**src/source/bru_pkg.sv**
```systemverilog
`default_nettype none

package bru_pkg;

    localparam int XLEN = 32;

    ////////////////////////////////////////////////////////////
    // Opcodes and branch conditions
    ////////////////////////////////////////////////////////////

    localparam logic [6:0] OP_BRANCH = 7'b1100011;
    localparam logic [6:0] OP_JAL    = 7'b1101111;
    localparam logic [6:0] OP_JALR   = 7'b1100111;
    localparam logic [6:0] OP_ALU    = 7'b0110011;

    localparam logic [2:0] F3_BEQ  = 3'b000;
    localparam logic [2:0] F3_BNE  = 3'b001;
    localparam logic [2:0] F3_BLT  = 3'b100;
    localparam logic [2:0] F3_BGE  = 3'b101;
    localparam logic [2:0] F3_BLTU = 3'b110;
    localparam logic [2:0] F3_BGEU = 3'b111;

    ////////////////////////////////////////////////////////////
    // Instruction formats
    ////////////////////////////////////////////////////////////

    typedef struct packed {
        logic       imm_12;
        logic [5:0] imm_10_5;
        logic [4:0] rs2;
        logic [4:0] rs1;
        logic [2:0] funct3;
        logic [3:0] imm_4_1;
        logic       imm_11;
        logic [6:0] opcode;
    } b_fmt_t;

    typedef struct packed {
        logic       imm_20;
        logic [9:0] imm_10_1;
        logic       imm_11;
        logic [7:0] imm_19_12;
        logic [4:0] rd;
        logic [6:0] opcode;
    } j_fmt_t;

    typedef struct packed {
        logic [11:0] imm_11_0;
        logic [4:0]  rs1;
        logic [2:0]  funct3;
        logic [4:0]  rd;
        logic [6:0]  opcode;
    } i_fmt_t;

    // Same 32 bits, read per format
    typedef union packed {
        b_fmt_t b_fmt;
        j_fmt_t j_fmt;
        i_fmt_t i_fmt;
    } instr_u;

    ////////////////////////////////////////////////////////////
    // Stage payloads
    ////////////////////////////////////////////////////////////

    typedef struct packed {
        logic            valid;
        logic [XLEN-1:0] pc;
        instr_u          instr;
        logic [XLEN-1:0] rs1;
        logic [XLEN-1:0] rs2;
    } in_t;

    typedef struct packed {
        logic            valid;
        logic [XLEN-1:0] pc;
        instr_u          instr;
        logic [XLEN-1:0] rs1;
        logic [XLEN-1:0] rs2;
        logic            pred_taken;
        logic [XLEN-1:0] pred_target;
    } pred_t;

    typedef struct packed {
        logic            valid;
        logic [XLEN-1:0] pc;
        logic [XLEN-1:0] rs1;
        logic [XLEN-1:0] rs2;
        logic            pred_taken;
        logic [XLEN-1:0] pred_target;
        logic [6:0]      opcode;
        logic [2:0]      funct3;
        logic [XLEN-1:0] imm;
    } dec_t;

    typedef struct packed {
        logic            valid;
        logic [XLEN-1:0] pc;
        logic            taken;
        logic [XLEN-1:0] target;
        logic [XLEN-1:0] link;
        logic            is_jump;
        logic            mispredict;
    } res_t;

    typedef struct packed {
        logic            valid;
        logic [XLEN-1:0] pc;
        logic            taken;
        logic [XLEN-1:0] target;
    } upd_t;

endpackage

`default_nettype wire
```
**src/source/branch_pipeline_top.sv**
```systemverilog
`timescale 1ns/1ns
`default_nettype none

module branch_pipeline_top #(
    parameter int INDEX_BITS = 4
) (
    input  logic          clk,
    input  logic          rst_n,
    input  bru_pkg::in_t  in,
    output bru_pkg::res_t res
);

    import bru_pkg::*;

    ////////////////////////////////////////////////////////////
    // Stage links
    ////////////////////////////////////////////////////////////

    pred_t pred;
    dec_t  dec;

    // Feedback from resolve into the predictor
    upd_t  upd;

    predict_stage #(
        .INDEX_BITS (INDEX_BITS)
    ) u_predict (
        .clk   (clk),
        .rst_n (rst_n),
        .in    (in),
        .upd   (upd),
        .pred  (pred)
    );

    decode_stage u_decode (
        .clk   (clk),
        .rst_n (rst_n),
        .pred  (pred),
        .dec   (dec)
    );

    resolve_stage u_resolve (
        .clk   (clk),
        .rst_n (rst_n),
        .dec   (dec),
        .res   (res),
        .upd   (upd)
    );

endmodule

`default_nettype wire

```
**src/source/resolve_stage.sv**
```systemverilog
`timescale 1ns/1ns
`default_nettype none

module resolve_stage (
    input  logic          clk,
    input  logic          rst_n,
    input  bru_pkg::dec_t dec,
    output bru_pkg::res_t res,
    output bru_pkg::upd_t upd
);

    import bru_pkg::*;

    logic [XLEN-1:0] branch_target;
    logic [XLEN-1:0] jalr_target;
    logic [XLEN-1:0] seq_pc;
    logic [XLEN-1:0] link;
    logic [XLEN-1:0] target;
    logic            taken;
    logic            is_jump;
    logic            is_ctrl;
    logic            mispredict;

    ////////////////////////////////////////////////////////////
    // Outcome
    ////////////////////////////////////////////////////////////

    assign seq_pc        = dec.pc + 32'h4;
    // Shared by JAL and taken branches
    assign branch_target = dec.pc + dec.imm;
    // JALR drops bit 0 of the sum
    assign jalr_target   = (dec.rs1 + dec.imm) & ~32'h1;

    assign is_jump = (dec.opcode == OP_JAL) || (dec.opcode == OP_JALR);
    assign is_ctrl = is_jump || (dec.opcode == OP_BRANCH);
    assign link    = is_jump ? seq_pc : '0;

    always_comb begin
        if (dec.opcode == OP_BRANCH) begin
            case (dec.funct3)
                F3_BEQ:  taken = (dec.rs1 == dec.rs2);
                F3_BNE:  taken = (dec.rs1 != dec.rs2);
                F3_BLT:  taken = ($signed(dec.rs1) < $signed(dec.rs2));
                F3_BGE:  taken = ($signed(dec.rs1) >= $signed(dec.rs2));
                F3_BLTU: taken = (dec.rs1 < dec.rs2);
                F3_BGEU: taken = (dec.rs1 >= dec.rs2);
                default: taken = 1'b0;
            endcase
        end else if (is_jump) begin
            taken = 1'b1;
        end else begin
            taken = 1'b0;
        end
    end

    always_comb begin
        if (dec.opcode == OP_JALR) begin
            target = jalr_target;
        end else if (taken) begin
            target = branch_target;
        end else begin
            target = seq_pc;
        end
    end

    // Checked for every opcode, not only control transfers
    assign mispredict = (target != dec.pred_target) || (taken != dec.pred_taken);

    ////////////////////////////////////////////////////////////
    // Result and predictor update registers
    ////////////////////////////////////////////////////////////

    always_ff @(posedge clk) begin
        res.pc         <= dec.pc;
        res.taken      <= taken;
        res.target     <= target;
        res.link       <= link;
        res.is_jump    <= is_jump;
        res.mispredict <= mispredict;
        upd.pc         <= dec.pc;
        upd.taken      <= taken;
        upd.target     <= target;
        if (!rst_n) begin
            res.valid <= 1'b0;
            upd.valid <= 1'b0;
        end else begin
            res.valid <= dec.valid;
            upd.valid <= dec.valid && is_ctrl;
        end
    end

endmodule

`default_nettype wire

```
**src/source/decode_stage.sv**
```systemverilog
`timescale 1ns/1ns
`default_nettype none

module decode_stage (
    input  logic           clk,
    input  logic           rst_n,
    input  bru_pkg::pred_t pred,
    output bru_pkg::dec_t  dec
);

    import bru_pkg::*;

    logic [6:0]      opcode;
    logic [2:0]      funct3;
    logic [XLEN-1:0] imm_b;
    logic [XLEN-1:0] imm_j;
    logic [XLEN-1:0] imm_i;
    logic [XLEN-1:0] imm;

    // Opcode sits at the same bits in every format
    assign opcode = pred.instr.i_fmt.opcode;
    assign funct3 = pred.instr.b_fmt.funct3;

    ////////////////////////////////////////////////////////////
    // Immediates per format
    ////////////////////////////////////////////////////////////

    assign imm_b = {
        {19{pred.instr.b_fmt.imm_12}},
        pred.instr.b_fmt.imm_12,
        pred.instr.b_fmt.imm_11,
        pred.instr.b_fmt.imm_10_5,
        pred.instr.b_fmt.imm_4_1,
        1'b0
    };

    assign imm_j = {
        {11{pred.instr.j_fmt.imm_20}},
        pred.instr.j_fmt.imm_20,
        pred.instr.j_fmt.imm_19_12,
        pred.instr.j_fmt.imm_11,
        pred.instr.j_fmt.imm_10_1,
        1'b0
    };

    assign imm_i = {
        {20{pred.instr.i_fmt.imm_11_0[11]}},
        pred.instr.i_fmt.imm_11_0
    };

    always_comb begin
        case (opcode)
            OP_BRANCH: imm = imm_b;
            OP_JAL:    imm = imm_j;
            default:   imm = imm_i;
        endcase
    end

    ////////////////////////////////////////////////////////////
    // Output register
    ////////////////////////////////////////////////////////////

    always_ff @(posedge clk) begin
        dec.pc          <= pred.pc;
        dec.rs1         <= pred.rs1;
        dec.rs2         <= pred.rs2;
        dec.pred_taken  <= pred.pred_taken;
        dec.pred_target <= pred.pred_target;
        dec.opcode      <= opcode;
        dec.funct3      <= funct3;
        dec.imm         <= imm;
        if (!rst_n) begin
            dec.valid <= 1'b0;
        end else begin
            dec.valid <= pred.valid;
        end
    end

endmodule

`default_nettype wire

```
**src/source/predict_stage.sv**
```systemverilog
`timescale 1ns/1ns
`default_nettype none

module predict_stage #(
    parameter int INDEX_BITS = 4
) (
    input  logic          clk,
    input  logic          rst_n,
    input  bru_pkg::in_t  in,
    input  bru_pkg::upd_t upd,
    output bru_pkg::pred_t pred
);

    import bru_pkg::*;

    localparam int ENTRIES  = 1 << INDEX_BITS;
    localparam int TAG_BITS = XLEN - INDEX_BITS - 2;

    ////////////////////////////////////////////////////////////
    // Branch target buffer
    ////////////////////////////////////////////////////////////

    logic                entry_valid  [ENTRIES];
    logic [TAG_BITS-1:0] entry_tag    [ENTRIES];
    logic [XLEN-1:0]     entry_target [ENTRIES];
    logic [1:0]          entry_ctr    [ENTRIES];

    // Lookup side
    logic [INDEX_BITS-1:0] lu_idx;
    logic [TAG_BITS-1:0]   lu_tag;
    logic                  lu_hit;
    logic                  lu_taken;
    logic [XLEN-1:0]       lu_target;

    // Update side
    logic [INDEX_BITS-1:0] up_idx;
    logic [TAG_BITS-1:0]   up_tag;
    logic                  up_hit;

    assign lu_idx = in.pc[INDEX_BITS+1:2];
    assign lu_tag = in.pc[XLEN-1:INDEX_BITS+2];
    assign lu_hit = entry_valid[lu_idx] && (entry_tag[lu_idx] == lu_tag);

    // Counter msb set means weakly or strongly taken
    assign lu_taken  = lu_hit && entry_ctr[lu_idx][1];
    assign lu_target = lu_taken ? entry_target[lu_idx] : in.pc + 32'h4;

    assign up_idx = upd.pc[INDEX_BITS+1:2];
    assign up_tag = upd.pc[XLEN-1:INDEX_BITS+2];
    assign up_hit = entry_valid[up_idx] && (entry_tag[up_idx] == up_tag);

    always_ff @(posedge clk) begin
        if (!rst_n) begin
            for (int i = 0; i < ENTRIES; i++) begin
                entry_valid[i] <= 1'b0;
                entry_ctr[i]   <= 2'd0;
            end
        end else if (upd.valid) begin
            if (up_hit) begin
                if (upd.taken && entry_ctr[up_idx] != 2'd3) begin
                    entry_ctr[up_idx] <= entry_ctr[up_idx] + 2'd1;
                end else if (!upd.taken && entry_ctr[up_idx] != 2'd0) begin
                    entry_ctr[up_idx] <= entry_ctr[up_idx] - 2'd1;
                end
            end else if (upd.taken) begin
                // Allocate weakly taken
                entry_valid[up_idx] <= 1'b1;
                entry_ctr[up_idx]   <= 2'd2;
            end
        end
    end

    // On a hit the tag rewrite is a no-op
    always_ff @(posedge clk) begin
        if (upd.valid && upd.taken) begin
            entry_tag[up_idx]    <= up_tag;
            entry_target[up_idx] <= upd.target;
        end
    end

    ////////////////////////////////////////////////////////////
    // Output register
    ////////////////////////////////////////////////////////////

    always_ff @(posedge clk) begin
        pred.pc          <= in.pc;
        pred.instr       <= in.instr;
        pred.rs1         <= in.rs1;
        pred.rs2         <= in.rs2;
        pred.pred_taken  <= lu_taken;
        pred.pred_target <= lu_target;
        if (!rst_n) begin
            pred.valid <= 1'b0;
        end else begin
            pred.valid <= in.valid;
        end
    end

endmodule

`default_nettype wire

```
**config.mk**
```make
export PLATFORM = sky130hd
export DESIGN_NAME = branch_pipeline_top
export DESIGN_NICKNAME = d
export VERILOG_FILES = /design/src/source/bru_pkg.sv /design/src/source/branch_pipeline_top.sv /design/src/source/resolve_stage.sv /design/src/source/decode_stage.sv /design/src/source/predict_stage.sv
export SDC_FILE = /design/constraint.sdc
export NUM_CORES = 2
export LEC_CHECK = 0
export BUFFER_PORTS_ARGS = -buffer_cell sky130_fd_sc_hd__buf_4
export CORE_UTILIZATION = 35
export CTS_BUF_LIST = sky130_fd_sc_hd__clkbuf_4 sky130_fd_sc_hd__clkbuf_8
export CTS_CLUSTER_DIAMETER = 50
export CTS_CLUSTER_SIZE = 16
export DETAILED_ROUTE_END_ITERATION = 8
export HOLD_SLACK_MARGIN = 0.12
export PLACE_DENSITY = 0.61
export SYNTH_ARGS = -nofsm -noshare
export SYNTH_HDL_FRONTEND = slang
export SYNTH_SLANG_ARGS = --single-unit
```
**constraint.sdc**
```tcl
create_clock -name clk -period 12 [get_ports clk]
set_input_delay 1.8 -clock clk [delete_from_list [all_inputs] [get_ports clk]]
set_output_delay 1.8 -clock clk [all_outputs]
set_load 0.005 [all_outputs]
```
# Yosys cells after proc, flatten, opt, wreduce, memory -nomap -nowiden
# Memory sizes are Yosys's and may differ from the RTL's. A register that Yosys moved wholly into a read port is not among the register bits.
# Index checks and enable logic that the tools add are counted.
# op_classes
addsub	6
n_lt_le_gt_ge	4
eq_ne	17
mux	34
bitwise_logic	2
reduce_logical	15
# op_table
op	n
32-bit 2-to-1 mux	3
32-bit by 3-bit adder with 32-bit output, second input constant	2
32-bit adder	2
32-bit greater-or-equal comparator	2
32-bit less-than comparator	2
32-bit inequality test	2
26-bit == test	2
20-bit one-hot mux with 2 select lines	1
7-bit == test, second input constant	5
32-bit == test	1
1-bit 2-to-1 mux	24
3-bit == test, second input constant	4
4-bit 2-to-1 mux	2
1-bit logical AND	7
2-bit 2-to-1 mux	3
1-bit one-hot mux with 6 select lines	1
3-bit by 1-bit == test with 1-bit output, second input constant	1
3-bit zero test	1
1-bit logical OR	3
2-bit by 1-bit adder with 2-bit output, second input constant	1
2-bit inequality test, second input constant	1
1-bit bitwise OR	2
2-bit nonzero test	1
2-bit OR reduction	1
other kinds (4)	4
# word_totals
ff_bits	424
mem_bits_rw	976
inputBits	131
wordCells	106
mem_count	4
# memory_table
memory	words	width	read_ports	rd_clocked_by_memory_dff	write_ports	line	text
u_predict.entry_target	16	32	1	0	1	predict_stage.sv:25	logic [XLEN-1:0] entry_target [ENTRIES];
u_predict.entry_tag	16	26	2	1	1	predict_stage.sv:24	logic [TAG_BITS-1:0] entry_tag [ENTRIES];
u_predict.entry_ctr	16	2	2	1	16	predict_stage.sv:26	logic [1:0] entry_ctr [ENTRIES];
u_predict.entry_valid	16	1	2	1	16	predict_stage.sv:23	logic entry_valid [ENTRIES];

# Longest topological paths before layout
# depth
word_depth	12
ltp_mapped	18
ltp_nobuf	16

# Modules after synthesis
# From an unflattened synthesis, not the netlist that was laid out.
# hier_totals
cells_unflattened	3548
hier_area_um2	58019.4
# by_module_without_submodules
module	n_inst	cells_each	area_per_inst_um2	seq_area_each_um2
predict_stage	1	2282	45770.1	32391.1
resolve_stage	1	1063	8652.0	2021.9
decode_stage	1	203	3597.2	3223.1

# Worst setup path after synthesis
# Ideal clock, no wire load.
# synth_path
path_type	reg2reg
startpoint	register u_resolve.res[71] (netlist name)
endpoint	memory u_predict.entry_tag[0][0] (netlist bit), enable pin
arrival_ns	5.443
slack_ns	6.012
path_stages_with_launch	7
n_path_buf	3
period_less_slack_ns	5.988
path_cell_list	dfxtp_1 -> clkbuf_1 -> buf_2 -> clkbuf_1 -> nor2_1 -> nand3_1 -> nor3_1
# synth_lines
element	line
to (decl)	predict_stage.sv:24

==> run_summary.xml <==
<?xml version="1.0" encoding="UTF-8"?>
<metrics>
  <group name="die">
    <metric name="io_pins" unit="">231</metric>
    <metric name="die_x" unit="um">406</metric>
    <metric name="die_area" unit="um2">165000</metric>
    <metric name="std_cell_rows" unit="">148</metric>
    <metric name="die-height" unit="um">406</metric>
    <metric name="initial_utilization" unit="%">35.2</metric>
    <metric name="fp.coreArea" unit="um2">163000</metric>
  </group>
  <group name="logic_synthesis">
    <metric name="yosys.area.top_type_share" unit="%">50.4</metric>
    <metric name="yosys-top-cells-area" unit="">edfxtp_1, mux4_2, dfxtp_1, ha_1, xnor2_1</metric>
    <metric name="synth_seq_area_share" unit="%">65.8</metric>
    <metric name="post_synth_instance_area" unit="um2">57200</metric>
    <metric name="synth_seq_cells" unit="">1400</metric>
    <metric name="async_reset_ff_share" unit="%">0</metric>
    <metric name="synthFlopType" unit="">edfxtp_1</metric>
    <metric name="yosysWarningCount" unit="">0</metric>
    <metric name="netlist.top_cell.by_area" unit="">edfxtp_1</metric>
    <metric name="synth.distinct_cells" unit="">84</metric>
    <metric name="synthCells" unit="">3365</metric>
    <metric name="synth_enable_flop_cells" unit="">960</metric>
    <metric name="syn_nets" unit="">3593</metric>
    <metric name="post_synth.cell_area_avg" unit="um2">17.0</metric>
  </group>
  <group name="clock_network">
    <metric name="ctsHtreeMaxLevel" unit="">3</metric>
    <metric name="tritoncts_num_sinks" unit="">1400</metric>
    <metric name="worst_setup_hold_path_clk_slew" unit="ps">100</metric>
    <metric name="number_of_gates_given_a_new_drive_strength_after_cts" unit="">0</metric>
    <metric name="tritoncts.num_buffers" unit="">117</metric>
    <metric name="clockBufferDepth" unit="">3</metric>
    <metric name="insertion_delay" unit="ps">890</metric>
    <metric name="postCtsSetupBuffers" unit="">0</metric>
    <metric name="clockRootBuffer" unit="">clkbuf_8</metric>
    <metric name="tritoncts_clock_tree" unit="">built</metric>
    <metric name="cts-hold-fix-buffers" unit="">0</metric>
  </group>
  <group name="drt">
    <metric name="drt_iter0_markers" unit="">3110</metric>
    <metric name="drt-total-wl" unit="um">161000</metric>
    <metric name="drt_first_pass_iters" unit="">5</metric>
    <metric name="remaining_drc_errors" unit="">0</metric>
    <metric name="route.antenna.remaining_nets" unit="">0</metric>
    <metric name="via_count" unit="">31800</metric>
    <metric name="viasPerCell" unit="">5.45</metric>
    <metric name="wl_per_cell" unit="um">27.7</metric>
  </group>
  <group name="global_routing">
    <metric name="overall_fraction_of_global_route_tracks_in_use" unit="%">19.3</metric>
    <metric name="globalRouteOverflowTotal" unit="">0</metric>
    <metric name="grt_antenna_before_repair" unit="">16</metric>
    <metric name="pin_count_of_the_biggest_net_entering_global_routing" unit="">148</metric>
    <metric name="first_global_vias" unit="">31800</metric>
    <metric name="grt_pass1_wl" unit="um">229000</metric>
  </group>
  <group name="critical_path">
    <metric name="setup.worst_path.end_class" unit="">register</metric>
    <metric name="timing.reg2reg.worst_path_depth" unit="">12</metric>
    <metric name="setup.worst_path.class" unit="">register to register</metric>
    <metric name="cp.required" unit="ps">12550</metric>
    <metric name="slowest_stage" unit="">buf_4</metric>
    <metric name="worst-path-max-fanout" unit="">34</metric>
    <metric name="worst_path_largest_cell_delay" unit="ps">710</metric>
    <metric name="worst_ep_arrival_time" unit="ps">6960</metric>
    <metric name="timing.critical_path.from_type" unit="">register</metric>
    <metric name="crit_path_cell_trace" unit="">buf_4 &gt; buf_4 &gt; mux4_2 &gt; mux4_2 &gt; xor2_1 &gt; nor4_1 &gt; nand4_1 &gt; nor2_1 &gt; nor2_1 &gt; a211oi_2 &gt; nand3_1 &gt; o21ai_0</metric>
  </group>
  <group name="power_and_ir_drop">
    <metric name="power_frac_comb" unit="%">8.3</metric>
    <metric name="vdd_ir_drop_max" unit="uV">109</metric>
    <metric name="clockPowerShare" unit="%">33.4</metric>
    <metric name="sw_frac_of_total" unit="%">23.9</metric>
    <metric name="seq_power_share" unit="%">58.3</metric>
    <metric name="p_switching" unit="mW">2.19</metric>
    <metric name="cellLeakagePower" unit="nW">21.5</metric>
    <metric name="powerDensity" unit="nW/um2">144</metric>
    <metric name="internal_power" unit="mW">6.99</metric>
  </group>
  <group name="finish">
    <metric name="areaGrowthSynthToFinish" unit="%">11.6</metric>
    <metric name="nNetsFinal" unit="">3784</metric>
    <metric name="fin_util" unit="%">39.3</metric>
    <metric name="drive_above_1_share" unit="%">27.0</metric>
  </group>
  <group name="sta">
    <metric name="finalClockSkew" unit="ps">55.1</metric>
    <metric name="rsz0062_at_grt" unit="">no</metric>
    <metric name="setup_viol_count_final" unit="">0</metric>
    <metric name="max_slew.worst_pin.slew" unit="ps">1210</metric>
    <metric name="timing.slew.headroom" unit="%">19.5</metric>
    <metric name="share_of_the_cycle_needed_by_the_critical_path_after_routing" unit="%">53.4</metric>
    <metric name="timing.final.hold_violations" unit="">0</metric>
    <metric name="timing_max_transition_violations_final" unit="">0</metric>
    <metric name="final.min_clock_period" unit="ps">6410</metric>
    <metric name="fmaxAchievable" unit="MHz">156</metric>
    <metric name="fin_setup_tns" unit="ps">0</metric>
  </group>
  <group name="min_path">
    <metric name="hold_path_depth" unit="">0</metric>
    <metric name="worst_min_delay_path_class" unit="">register to register</metric>
  </group>
  <group name="job">
    <metric name="cap_violations" unit="">0</metric>
  </group>
  <group name="outcome">
    <metric name="run_status" unit="">completed</metric>
  </group>
  <group name="place">
    <metric name="io_buffers" unit="">230</metric>
    <metric name="post-dp-hpwl" unit="um">103000</metric>
    <metric name="routabilityCongestion" unit="">0.928</metric>
  </group>
</metrics>
worst max-delay path: cells and delay by family, from the launching register on:
family	cells	cell delay (ps)
compound gates	2	1070
xor+xnor	1	180
buf+inv	2	1320
flops	1	680
mux	2	1080
simple gates	5	1640
Yosys cell counts, types with 37 or more instances:
master and n:
a21oi_1 107, and3_1 37, buf_4 68, clkbuf_1 76
dfxtp_1 440, edfxtp_1 960, ha_1 95, inv_1 51
mux4_2 436, nand2_1 124, nand3_1 61, nand4_1 39
nor2_1 158, o21ai_0 96, xnor2_1 103, xor2_1 81
power by group through the flow:
| stage | clock [mW] | sequential, mW | combinational [mW] |
|---|---|---|---|
| 2_1_floorplan | 0 | 5.40 | 0.513 |
| 4_1_cts | 3.14 | 5.35 | 0.763 |
| 3_5_place_dp | 0 | 5.46 | 0.758 |
| 6_report | 3.07 | 5.35 | 0.760 |
| 3_3_place_gp | 0 | 5.46 | 0.758 |
| 5_1_grt | 3.30 | 5.37 | 0.813 |
flip-flops by register name (all words and copies together), names as in the netlist:
name / cells
u_predict.pred: 162
u_resolve.res: 100
u_resolve.upd: 1
u_predict.entry_tag: 416
u_decode.dec: 161
u_predict.entry_ctr: 32
u_predict.entry_target: 512
u_predict.entry_valid: 16
per-stage QoR:
step	area, um2	instances	hold WS (ps)	setup WS [ps]	total power [mW]
after floorplan	57200	3365	310	6010	5.91
after global placement	61100	5612	310	4940	6.22
after detailed placement	61100	5612	312	4870	6.22
after CTS	63900	5823	296	5540	9.26
after global routing	63900	5824	306	5140	9.48
final	63900	5826	305	5590	9.18
worst paths after layout:
check,endpoint,start,slack [ps]
worst max-delay path,u_predict.entry_ctr[7][1],u_resolve.res[69],5590
worst min register to register,u_decode.dec[136],u_predict.pred[94],300
worst min-delay path,u_decode.dec[136],u_predict.pred[94],300
worst max register to register,u_predict.entry_ctr[7][1],u_resolve.res[69],5590
area by class of cell:
class                      instances  area [um2]
fill                           14800       98700
clock buffer                     157        1970
clock inverter                    54         792
timing repair buffer             290        2220
tap                             2175        2720
sequential                      1400       37600
inverter                          51         191
antenna                            3        7.51
multi-input combinational       1696       18300
layout by cell type (no fill, tap or decap), drive strengths merged, types with 36 or more instances in the layout:
master,instances
o21ai,98
nor2,160
nand3,62
nand4,39
nand2,124
dfxtp,440
edfxtp,960
mux4,436
xnor2,103
buf,290
and2,36
inv,63
clkbuf,157
ha,95
xor2,81
and3,38
a21oi,109
metal layers:
layer	up-vias	part of all wire (%)	track usage, %
met5	-	0.050	0
li1	13600	-	-
met4	16	2.2	5.18
met1	16600	42	26.3
met3	206	8.3	4.09
met2	1308	47	31.2
logic make-up (layout without fill, tap and decap cells):
logic type,after synthesis,after routing,synth area share [%]
muxes,453,453,17.5
adders and majority gates,97,97,2.15
DFF,1400,1400,65.8
AOI/OAI and AO/OA,382,382,4.35
other,0,3,0
xor gates and xnor gates,185,185,2.86
buffers and inverters,269,552,2.42
and+or+nand+nor,579,579,4.98
Power figures use the tool's default switching activity.
